`config.mk`:
```
export PLATFORM = sky130hd
export DESIGN_NAME = pixel_write_port
export DESIGN_NICKNAME = d
export VERILOG_FILES = /design/src/design/sram_pkg.sv /design/src/design/video_pkg.sv /design/src/design/pixel_write_port.sv
export SDC_FILE = /design/constraint.sdc
export NUM_CORES = 1
export LEC_CHECK = 0
export ABC_AREA = 1
export ABC_CLOCK_PERIOD_IN_PS = 1800
export BUFFER_PORTS_ARGS = -buffer_cell sky130_fd_sc_hd__buf_2
export CORE_UTILIZATION = 25
export CTS_BUF_LIST = sky130_fd_sc_hd__clkbuf_2
export CTS_CLUSTER_SIZE = 20
export DETAILED_ROUTE_END_ITERATION = 12
export PLACE_DENSITY = 0.43
export SLEW_MARGIN = 25
export SYNTH_ARGS = -nofsm -noshare
export SYNTH_HDL_FRONTEND = slang
export SYNTH_SLANG_ARGS = --single-unit
```
`constraint.sdc`:
```
create_clock -name sys_clk -period 1.8 [get_ports sys_clk]
set_input_delay 0.36 -clock sys_clk [delete_from_list [all_inputs] [get_ports sys_clk]]
set_output_delay 0.36 -clock sys_clk [all_outputs]
set_load 0.005 [all_outputs]
```
`src/design/sram_pkg.sv`:
```
package sram_pkg;

    localparam int SRAM_AW = 18;             // word address bits
    localparam int SRAM_DW = 16;             // data bus bits
    localparam int SRAM_BW = SRAM_DW / 8;    // byte lanes

    typedef logic [SRAM_AW-1:0] sram_addr_t;
    typedef logic [SRAM_DW-1:0] sram_data_t;
    typedef logic [SRAM_BW-1:0] sram_be_t;

    // one access request towards the arbiter
    typedef struct packed {
        sram_addr_t addr;
        logic       write;   // 1 for a write, 0 for a read
        sram_data_t wdata;   // don't care on reads
    } sram_req_t;

endpackage

```
`src/design/video_pkg.sv`:
```
package video_pkg;

    // horizontal timing in pixels
    localparam int H_ACTIVE = 16;
    localparam int H_FRONT  = 2;
    localparam int H_SYNC   = 4;
    localparam int H_BACK   = 2;
    localparam int H_TOTAL  = H_ACTIVE + H_FRONT + H_SYNC + H_BACK;   // 24

    // vertical timing in lines
    localparam int V_ACTIVE = 8;
    localparam int V_FRONT  = 1;
    localparam int V_SYNC   = 2;
    localparam int V_BACK   = 1;
    localparam int V_TOTAL  = V_ACTIVE + V_FRONT + V_SYNC + V_BACK;   // 12

    localparam int PIXEL_DIV     = 2;   // sys_clk cycles per pixel
    localparam int WRITE_CREDITS = 4;   // host write queue depth

    localparam int COLOR_W = 4;                      // bits per color component
    localparam int PIXELS  = H_ACTIVE * V_ACTIVE;    // 128

    typedef logic [3*COLOR_W-1:0]               rgb_t;          // {r, g, b}
    typedef logic [$clog2(PIXELS)-1:0]          pixel_addr_t;   // row * H_ACTIVE + col
    typedef logic [$clog2(H_TOTAL)-1:0]         hcount_t;
    typedef logic [$clog2(V_TOTAL)-1:0]         vcount_t;
    typedef logic [$clog2(PIXEL_DIV)-1:0]       pix_div_t;
    typedef logic [$clog2(WRITE_CREDITS)-1:0]   wq_ptr_t;
    typedef logic [$clog2(WRITE_CREDITS+1)-1:0] wq_count_t;

    // one pixel write from the host
    typedef struct packed {
        pixel_addr_t addr;
        rgb_t        rgb;
    } pix_write_t;

endpackage

```
`src/design/pixel_write_port.sv`:
```
`timescale 1ns/1ps

module pixel_write_port
    import sram_pkg::*, video_pkg::*;
(
    input  logic       sys_clk,
    input  logic       reset,

    // host side, credit controlled
    input  logic       wr_valid,
    input  pix_write_t wr_pixel,
    output logic       wr_credit,

    // towards the arbiter
    output logic       wreq_valid,
    output sram_req_t  wreq,
    input  logic       wreq_grant
);

    pix_write_t queue_mem [WRITE_CREDITS];   // qualified by count
    wq_ptr_t    wr_ptr;
    wq_ptr_t    rd_ptr;
    wq_count_t  count;
    pix_write_t head;
    logic       push;
    logic       pop;

    assign push = wr_valid;     // host only sends while it holds a credit
    assign pop  = wreq_grant;

    always_ff @(posedge sys_clk) begin
        if (push) begin
            queue_mem[wr_ptr] <= wr_pixel;
        end
    end

    always_ff @(posedge sys_clk) begin
        if (reset) begin
            wr_ptr <= '0;
            rd_ptr <= '0;
            count  <= '0;
        end else begin
            if (push) begin
                wr_ptr <= wr_ptr + 1'b1;   // depth is a power of two, wraps
            end
            if (pop) begin
                rd_ptr <= rd_ptr + 1'b1;
            end
            case ({push, pop})
                2'b10:   count <= count + 1'b1;
                2'b01:   count <= count - 1'b1;
                default: count <= count;
            endcase
        end
    end

    // credit goes back while the granted write is on the pins
    always_ff @(posedge sys_clk) begin
        if (reset) begin
            wr_credit <= 1'b0;
        end else begin
            wr_credit <= pop;
        end
    end

    // rgb sits in the low bits of the sram word
    assign head       = queue_mem[rd_ptr];
    assign wreq_valid = (count != '0);
    assign wreq       = '{addr:  sram_addr_t'(head.addr),
                          write: 1'b1,
                          wdata: sram_data_t'(head.rgb)};

    // a push into a full queue means the host overspent its credits
    a_no_overflow: assert property (@(posedge sys_clk) disable iff (reset)
        push |-> (count < wq_count_t'(WRITE_CREDITS)))
        else $error("write queue overflow, host credit violation");

endmodule

```
==> summary.md <==
| Metric | Value |
|---|---|
| Synth Cell Area | `~3500 sq um` |
| Die ar. | `~14000 sq um` |
| I/O pin count | `60` |
| Number of global-route vias before repair | `2035` |
| DIE HEIGHT | `119 microns` |
| Footprint of the multi-input gates | `between 700 and 800 sq um` |
| Total length of routed wires | `6910 microns` |
| Global-route wire length before repair | `approximately 11000 microns` |
| H-Tree Depth | `3` |
| CP startpoint kind | `flop` |
| Avg Cell Area, Syn | `13.2 sq um` |
| Cts bufs inserted | `9` |
| Number of buffers and inverters on the critical path | `3` |
| Vias | `roughly 2.1k` |
| Final Hold Vio Count | `0` |
| Root Buffer | `clkbuf_2` |
| CTS tree | `yes` |
| Power Dens Cells | `884 nW/um^2` |
| Synth top area share | `0.661` |
| Worst reg-to-reg path cell count | `5` |
| Clk sinks | `86` |
| Initial core utilization | `0.259` |
| Setup TNS | `-1.94 ns` |
| Vias/cell | `between 4 and 5` |
| CP max stage cell | `dfxtp_4` |
| Layout cells sized above 1 | `0.239` |
| Min Tclk post-route | `1.96 ns` |
| Drt first pass iters | `4` |
| CP endpoint kind | `output port` |
| WP data required | `1.44 ns` |
| Reg2reg setup slack | `between 0.4 and 0.5 ns` |
| Post-Synth XOR/XNOR Area | `0` |
| Drc violations | `0` |
| Post-synthesis compound-gate area fraction | `0.108` |
| P_leak | `1.59 nW` |
| WL/cell | `13.4 microns` |
| Worst R2R Start | `wr_ptr[0]$_SDFFE_PP0P_` |
| Setup ws final | `-0.159 ns` |
| Post-synth top area cell | `edfxtp_1` |
| Multiplexer area fraction after synthesis | `0` |
| Initial antenna violation count | `0` |
| Util after Layout | `0.317` |
| GP Congestion | `0.700` |
| Final period utilization | `1.09` |
| Clk buf depth | `2` |
| Failing checks | `negative setup slack` |
| Clock Latency Late Sink | `0.52 ns` |
| CP delay by family, top | `flip-flops` |
| Clock Skews | `between 0.02 and 0.025 ns` |
| Number of DRC markers in iteration 0 | `62` |
| Clock transition at path regs | `~0.21 ns` |
| Number of cells on the critical path | `5` |
| Peak supply drop | `276 uV` |
| FP Rows | `42` |
| #FFs+latches synth | `86` |
| Top achievable clock speed | `between 500 and 600 MHz` |
| IO buf count | `43` |
| Worst Path Class, Setup | `flop to output port` |
| Register Area | `around 2500 sq um` |
| Setup crit end | `wreq[8]` |
| Seq/Total Area, Yosys | `0.719` |
| MaxCap Viol Count | `0` |
| CP Cell Sequence | `inv_6, buf_12, o21ai_0, o22ai_2, buf_2` |
| Slew Viols, Final | `0` |
| Unrepaired setup endpoints after global routing | `yes` |
| Core area | `13300 sq um` |
| Global Route Usage Sum | `0.102` |
| Synth Warn # | `0` |
| Status | `finished with violations` |
| CP arrival | `between 1.5 and 2 ns` |
| Dpl hpwl | `4110 microns` |
| RR Endpoint | `queue_mem[2][1]$_DFFE_PP_` |
| Netlist cell types | `22` |
| Largest net degree at the start of global routing | `25` |
| Worst Path Max Fanout | `14` |
| Final setup vio count | `19` |
| Worst hold path type | `primary input to flop` |
| Layout area overhead | `22.4%` |
| Remaining Overflow, GRT | `0` |
| # fillers | `1384` |
| Cells after synthesis | `262` |
| Antenna fix cells | `0` |
| Setup repair bufs after CTS | `0` |
| Antenna-violating nets left | `0` |
| Die W | `119 microns` |
| Post-Synth Adder-Cell Area | `0.0239` |
| Largest family of logic cells by synthesized area | `compound AO/OA/AOI/OAI gates` |
| Slowest stage delay, CP | `0.44 ns` |
| Post-synthesis simple-gate area fraction | `0.0624` |
| Nets@finish | `between 300 and 400` |
| Area contributors post-synth | `edfxtp_1 (66%), o21ai_0 (6.1%), dfxtp_1 (5.8%), nor2_1 (4.2%), buf_4 (3.9%)` |
[per-layer routing]
| metal | wire (microns) | part of all wire | vias up | GRT usage |
|---|---|---|---|---|
| li1 | - | - | 1046 | - |
| met1 | 3190 | 0.46 | 1024 | 0.128 |
| met2 | 3350 | 0.49 | 41 | 0.163 |
| met3 | 231 | 0.033 | 11 | 0.0273 |
| met4 | 136 | 0.020 | 0 | 0.0508 |
| met5 | 0 | 0 | - | 0 |
[Yosys cell counts]
library cell / instances
nor2_2: 3
nand4_1: 1
nor2_1: 39
inv_2: 2
clkbuf_2: 1
buf_8: 1
conb_1: 2
o22ai_1: 19
fa_1: 1
o21ai_0: 42
edfxtp_1: 76
buf_6: 5
ha_1: 5
buf_4: 18
dfxtp_1: 10
clkbuf_1: 1
buf_2: 1
a21oi_1: 5
o21ai_2: 2
inv_1: 17
nand2_1: 9
nand3_1: 2
[logic make-up (layout without fill, tap and decap cells)]
kind of cell               after synthesis  in the layout
adders and majority gates                6              6
and+or+nand+nor                         54             54
buffers and inverters                   46            109
AOI/OAI and AO/OA                       68             68
DFF                                     86             86
other                                    2             16
[final cells by class]
cell class	count	share of cell area
inverter	19	0.0192
clock buffer	10	0.0118
timing repair buffer	74	0.137
clock inverter	6	0.0145
sequential	86	0.589
multi-input combinational	144	0.176
tap	176	0.0521
[layout by cell type, fill, tap and decap left out, types with 4 or more instances in the layout]
master	instances
nor2_1	38
inv_1	17
a21oi_1	5
ha_1	5
o21ai_0	24
dlygate4sd3_1	20
edfxtp_1	76
o21ai_1	16
o21ai_2	4
o22ai_1	18
nand2_1	9
buf_2	43
buf_12	4
clkbuf_2	10
conb_1	16
dfxtp_1	8
buf_4	4
nor2_2	4
[worst min-delay path by stage]
stage	slack, ns	start	cells after the start	endpoint
after global placement	0.43	rd_ptr[1]$_SDFFE_PP0P_	1	rd_ptr[1]$_SDFFE_PP0P_
final	0.06	wr_pixel[1]	1	queue_mem[0][1]$_DFFE_PP_
after detailed placement	0.43	rd_ptr[1]$_SDFFE_PP0P_	1	flop
after CTS	0.0003	wr_pixel[1]	1	queue_mem[0][1]$_DFFE_PP_
after floorplan	0.41	rd_ptr[1]$_SDFFE_PP0P_	1	flop
after global routing	0.02	wr_pixel[1]	1	queue_mem[0][1]$_DFFE_PP_
[stage by stage]
step	instance area (sq um)	hold slack (ns)	setup WS, ns	total power [mW]	instances
2_1_floorplan	3500	0.412	0.363	2.59	276
3_3_place_gp	3820	0.430	0.161	2.75	478
3_5_place_dp	3820	0.431	0.121	2.76	478
4_1_cts	4150	0.000346	-0.279	3.77	514
5_1_grt	4230	0.0158	-0.279	3.92	515
6_report	4230	0.0636	-0.159	3.74	515
[where the power goes]
group	switching (mW)	internal, mW	leakage [nW]
logic	0.273	0.211	0.742
clock network	0.637	0.321	0.0636
registers	0.0286	2.26	0.782
[flip-flops by register name (all words and copies together), names as in the netlist, named ones only]
signal,flops
count,3
queue_mem,76
rd_ptr,2
wr_credit,1
wr_ptr,2
[repair_timing]
action | CTS | global route
cloned | 0 | 1
hold buffers | 20 | 0
pin swaps | 1 | 3
hold endpoints to repair | 70 | 0
gates resized for setup | 8 | 31
endpoints found under the setup margin | 19 | 19
Note: power is estimated with default switching activity, not from simulation.
