===== src/design/sram_pkg.sv =====
package sram_pkg;

    localparam int SRAM_AW = 18;             // word address bits
    localparam int SRAM_DW = 16;             // data bus bits
    localparam int SRAM_BW = SRAM_DW / 8;    // byte lanes

    typedef logic [SRAM_AW-1:0] sram_addr_t;
    typedef logic [SRAM_DW-1:0] sram_data_t;
    typedef logic [SRAM_BW-1:0] sram_be_t;

    // one access request towards the arbiter
    typedef struct packed {
        sram_addr_t addr;
        logic       write;   // 1 for a write, 0 for a read
        sram_data_t wdata;   // don't care on reads
    } sram_req_t;

endpackage


===== src/design/video_pkg.sv =====
package video_pkg;

    // horizontal timing in pixels
    localparam int H_ACTIVE = 16;
    localparam int H_FRONT  = 2;
    localparam int H_SYNC   = 4;
    localparam int H_BACK   = 2;
    localparam int H_TOTAL  = H_ACTIVE + H_FRONT + H_SYNC + H_BACK;   // 24

    // vertical timing in lines
    localparam int V_ACTIVE = 8;
    localparam int V_FRONT  = 1;
    localparam int V_SYNC   = 2;
    localparam int V_BACK   = 1;
    localparam int V_TOTAL  = V_ACTIVE + V_FRONT + V_SYNC + V_BACK;   // 12

    localparam int PIXEL_DIV     = 2;   // sys_clk cycles per pixel
    localparam int WRITE_CREDITS = 4;   // host write queue depth

    localparam int COLOR_W = 4;                      // bits per color component
    localparam int PIXELS  = H_ACTIVE * V_ACTIVE;    // 128

    typedef logic [3*COLOR_W-1:0]               rgb_t;          // {r, g, b}
    typedef logic [$clog2(PIXELS)-1:0]          pixel_addr_t;   // row * H_ACTIVE + col
    typedef logic [$clog2(H_TOTAL)-1:0]         hcount_t;
    typedef logic [$clog2(V_TOTAL)-1:0]         vcount_t;
    typedef logic [$clog2(PIXEL_DIV)-1:0]       pix_div_t;
    typedef logic [$clog2(WRITE_CREDITS)-1:0]   wq_ptr_t;
    typedef logic [$clog2(WRITE_CREDITS+1)-1:0] wq_count_t;

    // one pixel write from the host
    typedef struct packed {
        pixel_addr_t addr;
        rgb_t        rgb;
    } pix_write_t;

endpackage


===== src/design/vga_scanout.sv =====
`timescale 1ns/1ps

module vga_scanout
    import sram_pkg::*, video_pkg::*;
(
    input  logic               sys_clk,
    input  logic               reset,

    // read port into the arbiter
    output logic               rreq_valid,
    output sram_req_t          rreq,
    input  logic               rdata_valid,
    input  sram_data_t         rdata,

    // vga pins, all registered on the pixel strobe
    output logic [COLOR_W-1:0] vga_r,
    output logic [COLOR_W-1:0] vga_g,
    output logic [COLOR_W-1:0] vga_b,
    output logic               vga_hsync,
    output logic               vga_vsync,
    output logic               vga_de
);

    typedef enum logic [1:0] {
        SCAN_FETCH,   // idle, waiting for an active pixel to prefetch
        SCAN_WAIT,    // read on the sram pins
        SCAN_SHOW     // data back, loaded on this strobe
    } scan_state_t;

    scan_state_t scan_state;
    scan_state_t scan_next;
    pix_div_t    pix_div;
    logic        pix_stb;
    hcount_t     h_count;
    hcount_t     h_next;
    vcount_t     v_count;
    vcount_t     v_next;
    logic        cur_active;
    logic        next_active;
    logic        hsync_on;
    logic        vsync_on;
    logic        fetch;
    pixel_addr_t fetch_addr;
    rgb_t        rgb_q;

    assign pix_stb = (pix_div == pix_div_t'(PIXEL_DIV - 1));

    always_ff @(posedge sys_clk) begin
        if (reset) begin
            pix_div <= '0;
        end else if (pix_stb) begin
            pix_div <= '0;
        end else begin
            pix_div <= pix_div + 1'b1;
        end
    end

    // raster position after this strobe
    always_comb begin
        h_next = h_count + 1'b1;
        v_next = v_count;
        if (h_count == hcount_t'(H_TOTAL - 1)) begin
            h_next = '0;
            v_next = (v_count == vcount_t'(V_TOTAL - 1)) ? '0 : v_count + 1'b1;
        end
    end

    // start on the last blank pixel so pixel 0 gets its prefetch
    always_ff @(posedge sys_clk) begin
        if (reset) begin
            h_count <= hcount_t'(H_TOTAL - 1);
            v_count <= vcount_t'(V_TOTAL - 1);
        end else if (pix_stb) begin
            h_count <= h_next;
            v_count <= v_next;
        end
    end

    assign cur_active  = (h_count < hcount_t'(H_ACTIVE)) && (v_count < vcount_t'(V_ACTIVE));
    assign next_active = (h_next < hcount_t'(H_ACTIVE)) && (v_next < vcount_t'(V_ACTIVE));
    assign hsync_on    = (h_count >= hcount_t'(H_ACTIVE + H_FRONT)) &&
                         (h_count < hcount_t'(H_ACTIVE + H_FRONT + H_SYNC));
    assign vsync_on    = (v_count >= vcount_t'(V_ACTIVE + V_FRONT)) &&
                         (v_count < vcount_t'(V_ACTIVE + V_FRONT + V_SYNC));

    // read for the next pixel leaves two cycles before its strobe
    assign fetch      = pix_stb && next_active && (scan_state != SCAN_WAIT);
    assign fetch_addr = pixel_addr_t'(v_next * H_ACTIVE + h_next);
    assign rreq_valid = fetch;
    assign rreq       = '{addr: sram_addr_t'(fetch_addr), write: 1'b0, wdata: '0};

    always_comb begin
        scan_next = scan_state;
        case (scan_state)
            SCAN_FETCH: if (fetch) scan_next = SCAN_WAIT;
            SCAN_WAIT:  scan_next = SCAN_SHOW;   // next cycle is the strobe
            SCAN_SHOW:  scan_next = fetch ? SCAN_WAIT : SCAN_FETCH;
            default:    scan_next = SCAN_FETCH;
        endcase
    end

    always_ff @(posedge sys_clk) begin
        if (reset) begin
            scan_state <= SCAN_FETCH;
        end else begin
            scan_state <= scan_next;
        end
    end

    // returned pixel goes straight into the output register
    always_ff @(posedge sys_clk) begin
        if (reset) begin
            vga_hsync <= 1'b1;
            vga_vsync <= 1'b1;
            vga_de    <= 1'b0;
            rgb_q     <= '0;
        end else if (pix_stb) begin
            vga_hsync <= !hsync_on;   // active low
            vga_vsync <= !vsync_on;
            vga_de    <= cur_active;
            rgb_q     <= (scan_state == SCAN_SHOW) ? rgb_t'(rdata) : '0;   // black in blanking
        end
    end

    assign vga_r = rgb_q[3*COLOR_W-1 -: COLOR_W];
    assign vga_g = rgb_q[2*COLOR_W-1 -: COLOR_W];
    assign vga_b = rgb_q[COLOR_W-1:0];

    a_data_pending: assert property (@(posedge sys_clk) disable iff (reset)
        rdata_valid |-> (scan_state == SCAN_SHOW))
        else $error("read data without a pending fetch");

    // arbiter read latency has to line up with the strobe
    a_data_on_time: assert property (@(posedge sys_clk) disable iff (reset)
        (scan_state == SCAN_SHOW) |-> rdata_valid)
        else $error("prefetched pixel missing at its strobe");

endmodule


===== config.mk =====
export PLATFORM = sky130hd
export DESIGN_NAME = vga_scanout
export DESIGN_NICKNAME = d
export VERILOG_FILES = /design/src/design/sram_pkg.sv /design/src/design/video_pkg.sv /design/src/design/vga_scanout.sv
export SDC_FILE = /design/constraint.sdc
export NUM_CORES = 1
export LEC_CHECK = 0
export BUFFER_PORTS_ARGS = -buffer_cell sky130_fd_sc_hd__buf_2
export CAP_MARGIN = 40
export CORE_UTILIZATION = 35
export DETAILED_ROUTE_END_ITERATION = 10
export GPL_ROUTABILITY_DRIVEN = 0
export HOLD_SLACK_MARGIN = 0.12
export SYNTH_ARGS = -nofsm -noshare
export SYNTH_HDL_FRONTEND = slang
export SYNTH_SLANG_ARGS = --single-unit

===== constraint.sdc =====
create_clock -name sys_clk -period 2.85 [get_ports sys_clk]
set_input_delay 0 -clock sys_clk [delete_from_list [all_inputs] [get_ports sys_clk]]
set_output_delay 0 -clock sys_clk [all_outputs]
set_load 0.005 [all_outputs]

==> results.tsv <==
stage	metric	value	unit
status	outcome	complete, no violations	
setup_path	CP Class	reg2out	
layout	ant diodes	0	
placement	Final HPWL DP	1910	um
clock_network	clock-pin slew on the worst setup and hold paths	90	ps
setup_path	buffer and inverter count on the worst path	1	
timing	Final Hold Vio Count	0	
power_and_ir_drop	pwr dens	476	nW/um^2
setup_path	CP Max Fanout	9	
setup_path	required time worst endpoint	2850	ps
placement	Setup WS pre-CTS	411	ps
clock_network	Sink Count	27	
layout	Core Util, Final	0.428	
power_and_ir_drop	Sw Share	0.293	
floorplanning	# IOs	70	
layout	fin cells	250	
yosys	ranking of synthesized cells by area	dfxtp_1, buf_4, a22o_1	
clock_network	CTS H-tree lvls	1	
setup_path	Worst setup SP type	register	
run	max_cap viols	0	
clock_network	cts bufs inserted	3	
routing	met1 wire length	1400	um
layout	most frequent cells in the layout	buf_2, conb_1, dfxtp_1, dlygate4sd3_1, a22o_1	
setup_path	Worst R2R Setup Slack	1150	ps
yosys	Ys Warns	0	
global_route	global-route wire length before repair	4640	um
global_route	initial antenna violation count	0	
global_route	largest net degree at the start of global routing	17	
clock_network	worst skew pair latency	270	ps
layout	filler instances	419	
routing	via count	1171	
setup_path	Worst EP arrival	2610	ps
floorplanning	placement row count	23	
global_route	Total GRT Usage	0.134	
layout	share of post-route cells with drive strength above 1	0.240	
floorplanning	die area	4630	sq um
timing	RSZ-0062 raised after global routing	no	
placement	# port buffers	36	
timing	Slew headroom	0.438	
yosys	top cell type by total area after synthesis	dfxtp_1	
yosys	Netlist Area Pre-Place	1530	sq um
timing	Final Cycle Share	0.914	
setup_path	CP Capture Type	output port	
clock_network	Clock Tree Buf Depth	2	
timing	Final Max Tran Viols	0	
setup_path	CP Cell Sequence	ha_2 > and4b_2 > o21ai_0 > ha_1 > ha_1 > or4_1 > nand4_1 > buf_2	
global_route	vias in the first global route	1035	
clock_network	CTS tree	yes	
floorplanning	Starting Density	0.373	
layout	Syn-to-layout area delta	14.8	%
worst_hold_path	WHS Path Cells	3	
setup_path	CP dominant cell by count	ha_1	
setup_path	crit path max-delay cell type	or4_1	
floorplanning	height of the chip	68.0	um
power_and_ir_drop	Seq pwr share	0.496	
placement	DP Cell Count	233	
power_and_ir_drop	Max VDD drop	190	uV
routing	DRT iter0 DRCs	70	
clock_network	setup repair bufs after CTS	0	
global_route	grt total ovfl	0	
routing	via-per-instance ratio	4.68	
routing	DRC violations left	0	
worst_hold_path	worst min-delay path class	in2reg	
clock_network	CTS root buf	clkbuf_8	
timing	setup TNS	0	ps
power_and_ir_drop	clock network power share	0.260	
timing	Slew @ Worst Pin	841	ps
floorplanning	die span in x	68.0	um
power_and_ir_drop	Comb power frac	0.244	
yosys	Seq cells post-synth	27	
yosys	Cells after Synth	162	
setup_path	CP max stage delay	500	ps
power_and_ir_drop	Psw	0.000244	W
setup_path	Worst path top cell family by delay	simple AND/OR/NAND/NOR gates	
setup_path	critical path depth	8	
routing	DR pass1 iterations	4	
routing	final antenna-violating net count	0	
floorplanning	core area	4090	sq um
power_and_ir_drop	P_leak	0.828	nW
power_and_ir_drop	Int Pwr	0.000589	W
yosys	Syn Area/Cell	9.41	sq um
routing	met2 WL	1290	um
yosys	top-area cell type share of the netlist area	0.354	
timing	minimum clock period	2610	ps
routing	Wirelength per Cell	11.5	um
routing	Routed WL	2890	um
timing	# setup viols final	0	
yosys	sequential area share after synthesis	0.354	
routing	Top Metal Used	met4	
layout	nets	226	
setup_path	cells on worst reg2reg path	4	
timing	post-route setup slack	244	ps
routing	wire length on met3	145	um
timing	fmax	0.384	GHz
layout	most common cell after layout, fill and taps aside	buf_2	
timing	Worst Skew	4.72	ps
yosys	Unique masters post-synth	42	
through the flow:
step                hold slack [ps]  cell area, sq um  total power (W)
finish                          460              1750         0.000833
global route                    456              1750         0.000899
CTS                             446              1750         0.000848
detailed placement              213              1570         0.000610
global placement                208              1570         0.000609
floorplan                       103              1630         0.000597
synthesized netlist by cell type (all sizes together):
cell type and instances:
or4 1, o21ai 3, nor3b 3, dfxtp 27, clkbuf 2, nor2 7, and3 3, o211ai 2
a21oi 7, mux2 1, ha 6, xor2 1, nor2b 1, and3b 1, o21a 1, inv 4
nand3 2, xnor2 1, a22o 12, nand2 2, nor3 1, a41o 1, a21bo 1, nand4 3
a211o 5, conb 1, nand4bb 1, and2 2, and4b 3, o21bai 1, nand2b 4, a211oi 2
nand4b 3, or3 1, buf 41, o22ai 2, nand3b 1, a311o 2
final timing paths:
path	start	end
worst max-delay path	h_count[0]$_SDFFE_PP1P_	rreq[23]
worst min-delay path	rdata[0]	rgb_q[0]$_SDFFE_PP0P_
worst max register to register	h_count[0]$_SDFFE_PP1P_	v_count[0]$_SDFFE_PP1P_
worst min register to register	scan_state[0]$_SDFFE_PP0P_	scan_state[1]$_SDFFE_PP0P_
what timing repair did:
action / in CTS / in global routing
hold buffers: 13 / 0
resized for setup: 0 / 2
endpoints found under the setup margin: 0 / 1
hold endpoints to repair: 14 / 0
power groups by stage:
stage,logic (W),clock network [W],registers [W]
4_1_cts,0.000203,0.000232,0.000413
3_5_place_dp,0.000189,0,0.000422
2_1_floorplan,0.000186,0,0.000411
5_1_grt,0.000230,0.000252,0.000417
3_3_place_gp,0.000188,0,0.000421
6_report,0.000203,0.000216,0.000413
final cells by class:
class / count / area (sq um) / area share
Clock buffer: 3 / 41.3 / 0.0236
Sequential cell: 27 / 541 / 0.309
Multi-Input combinational cell: 115 / 768 / 0.439
Inverter: 4 / 15.0 / 0.00858
Tap cell: 50 / 62.6 / 0.0357
Clock inverter: 1 / 5.00 / 0.00286
Timing Repair Buffer: 50 / 318 / 0.182
registers in the layout, summed over array words and instances (netlist names):
signal      cells
vga_vsync       1
h_count         5
rgb_q          12
vga_de          1
v_count         4
vga_hsync       1
pix_div         1
scan_state      2
layer usage:
| layer | track usage | up-vias |
|---|---|---|
| li1 | - | 596 |
| met1 | 0.173 | 526 |
| met2 | 0.208 | 44 |
| met3 | 0.0300 | 5 |
| met4 | 0.0625 | 0 |
| met5 | 0 | - |
cell families after synthesis:
group                      after synthesis  share of synthesized area
and+or+nand+nor                         39                      0.168
adders and majority gates                6                     0.0492
DFF                                     27                      0.354
xor gates and xnor gates                 2                     0.0115
muxes                                    1                    0.00738
AOI/OAI and AO/OA                       39                      0.196
buffers and inverters                   47                      0.211
other                                    1                    0.00246
worst min-delay path, delay by kind of cell:
| kind | cells | cell delay, ps |
|---|---|---|
| buffers and inverters | 2 | 600 |
| AO/OA/AOI/OAI | 1 | 100 |
(Power assumes the default switching activity.)
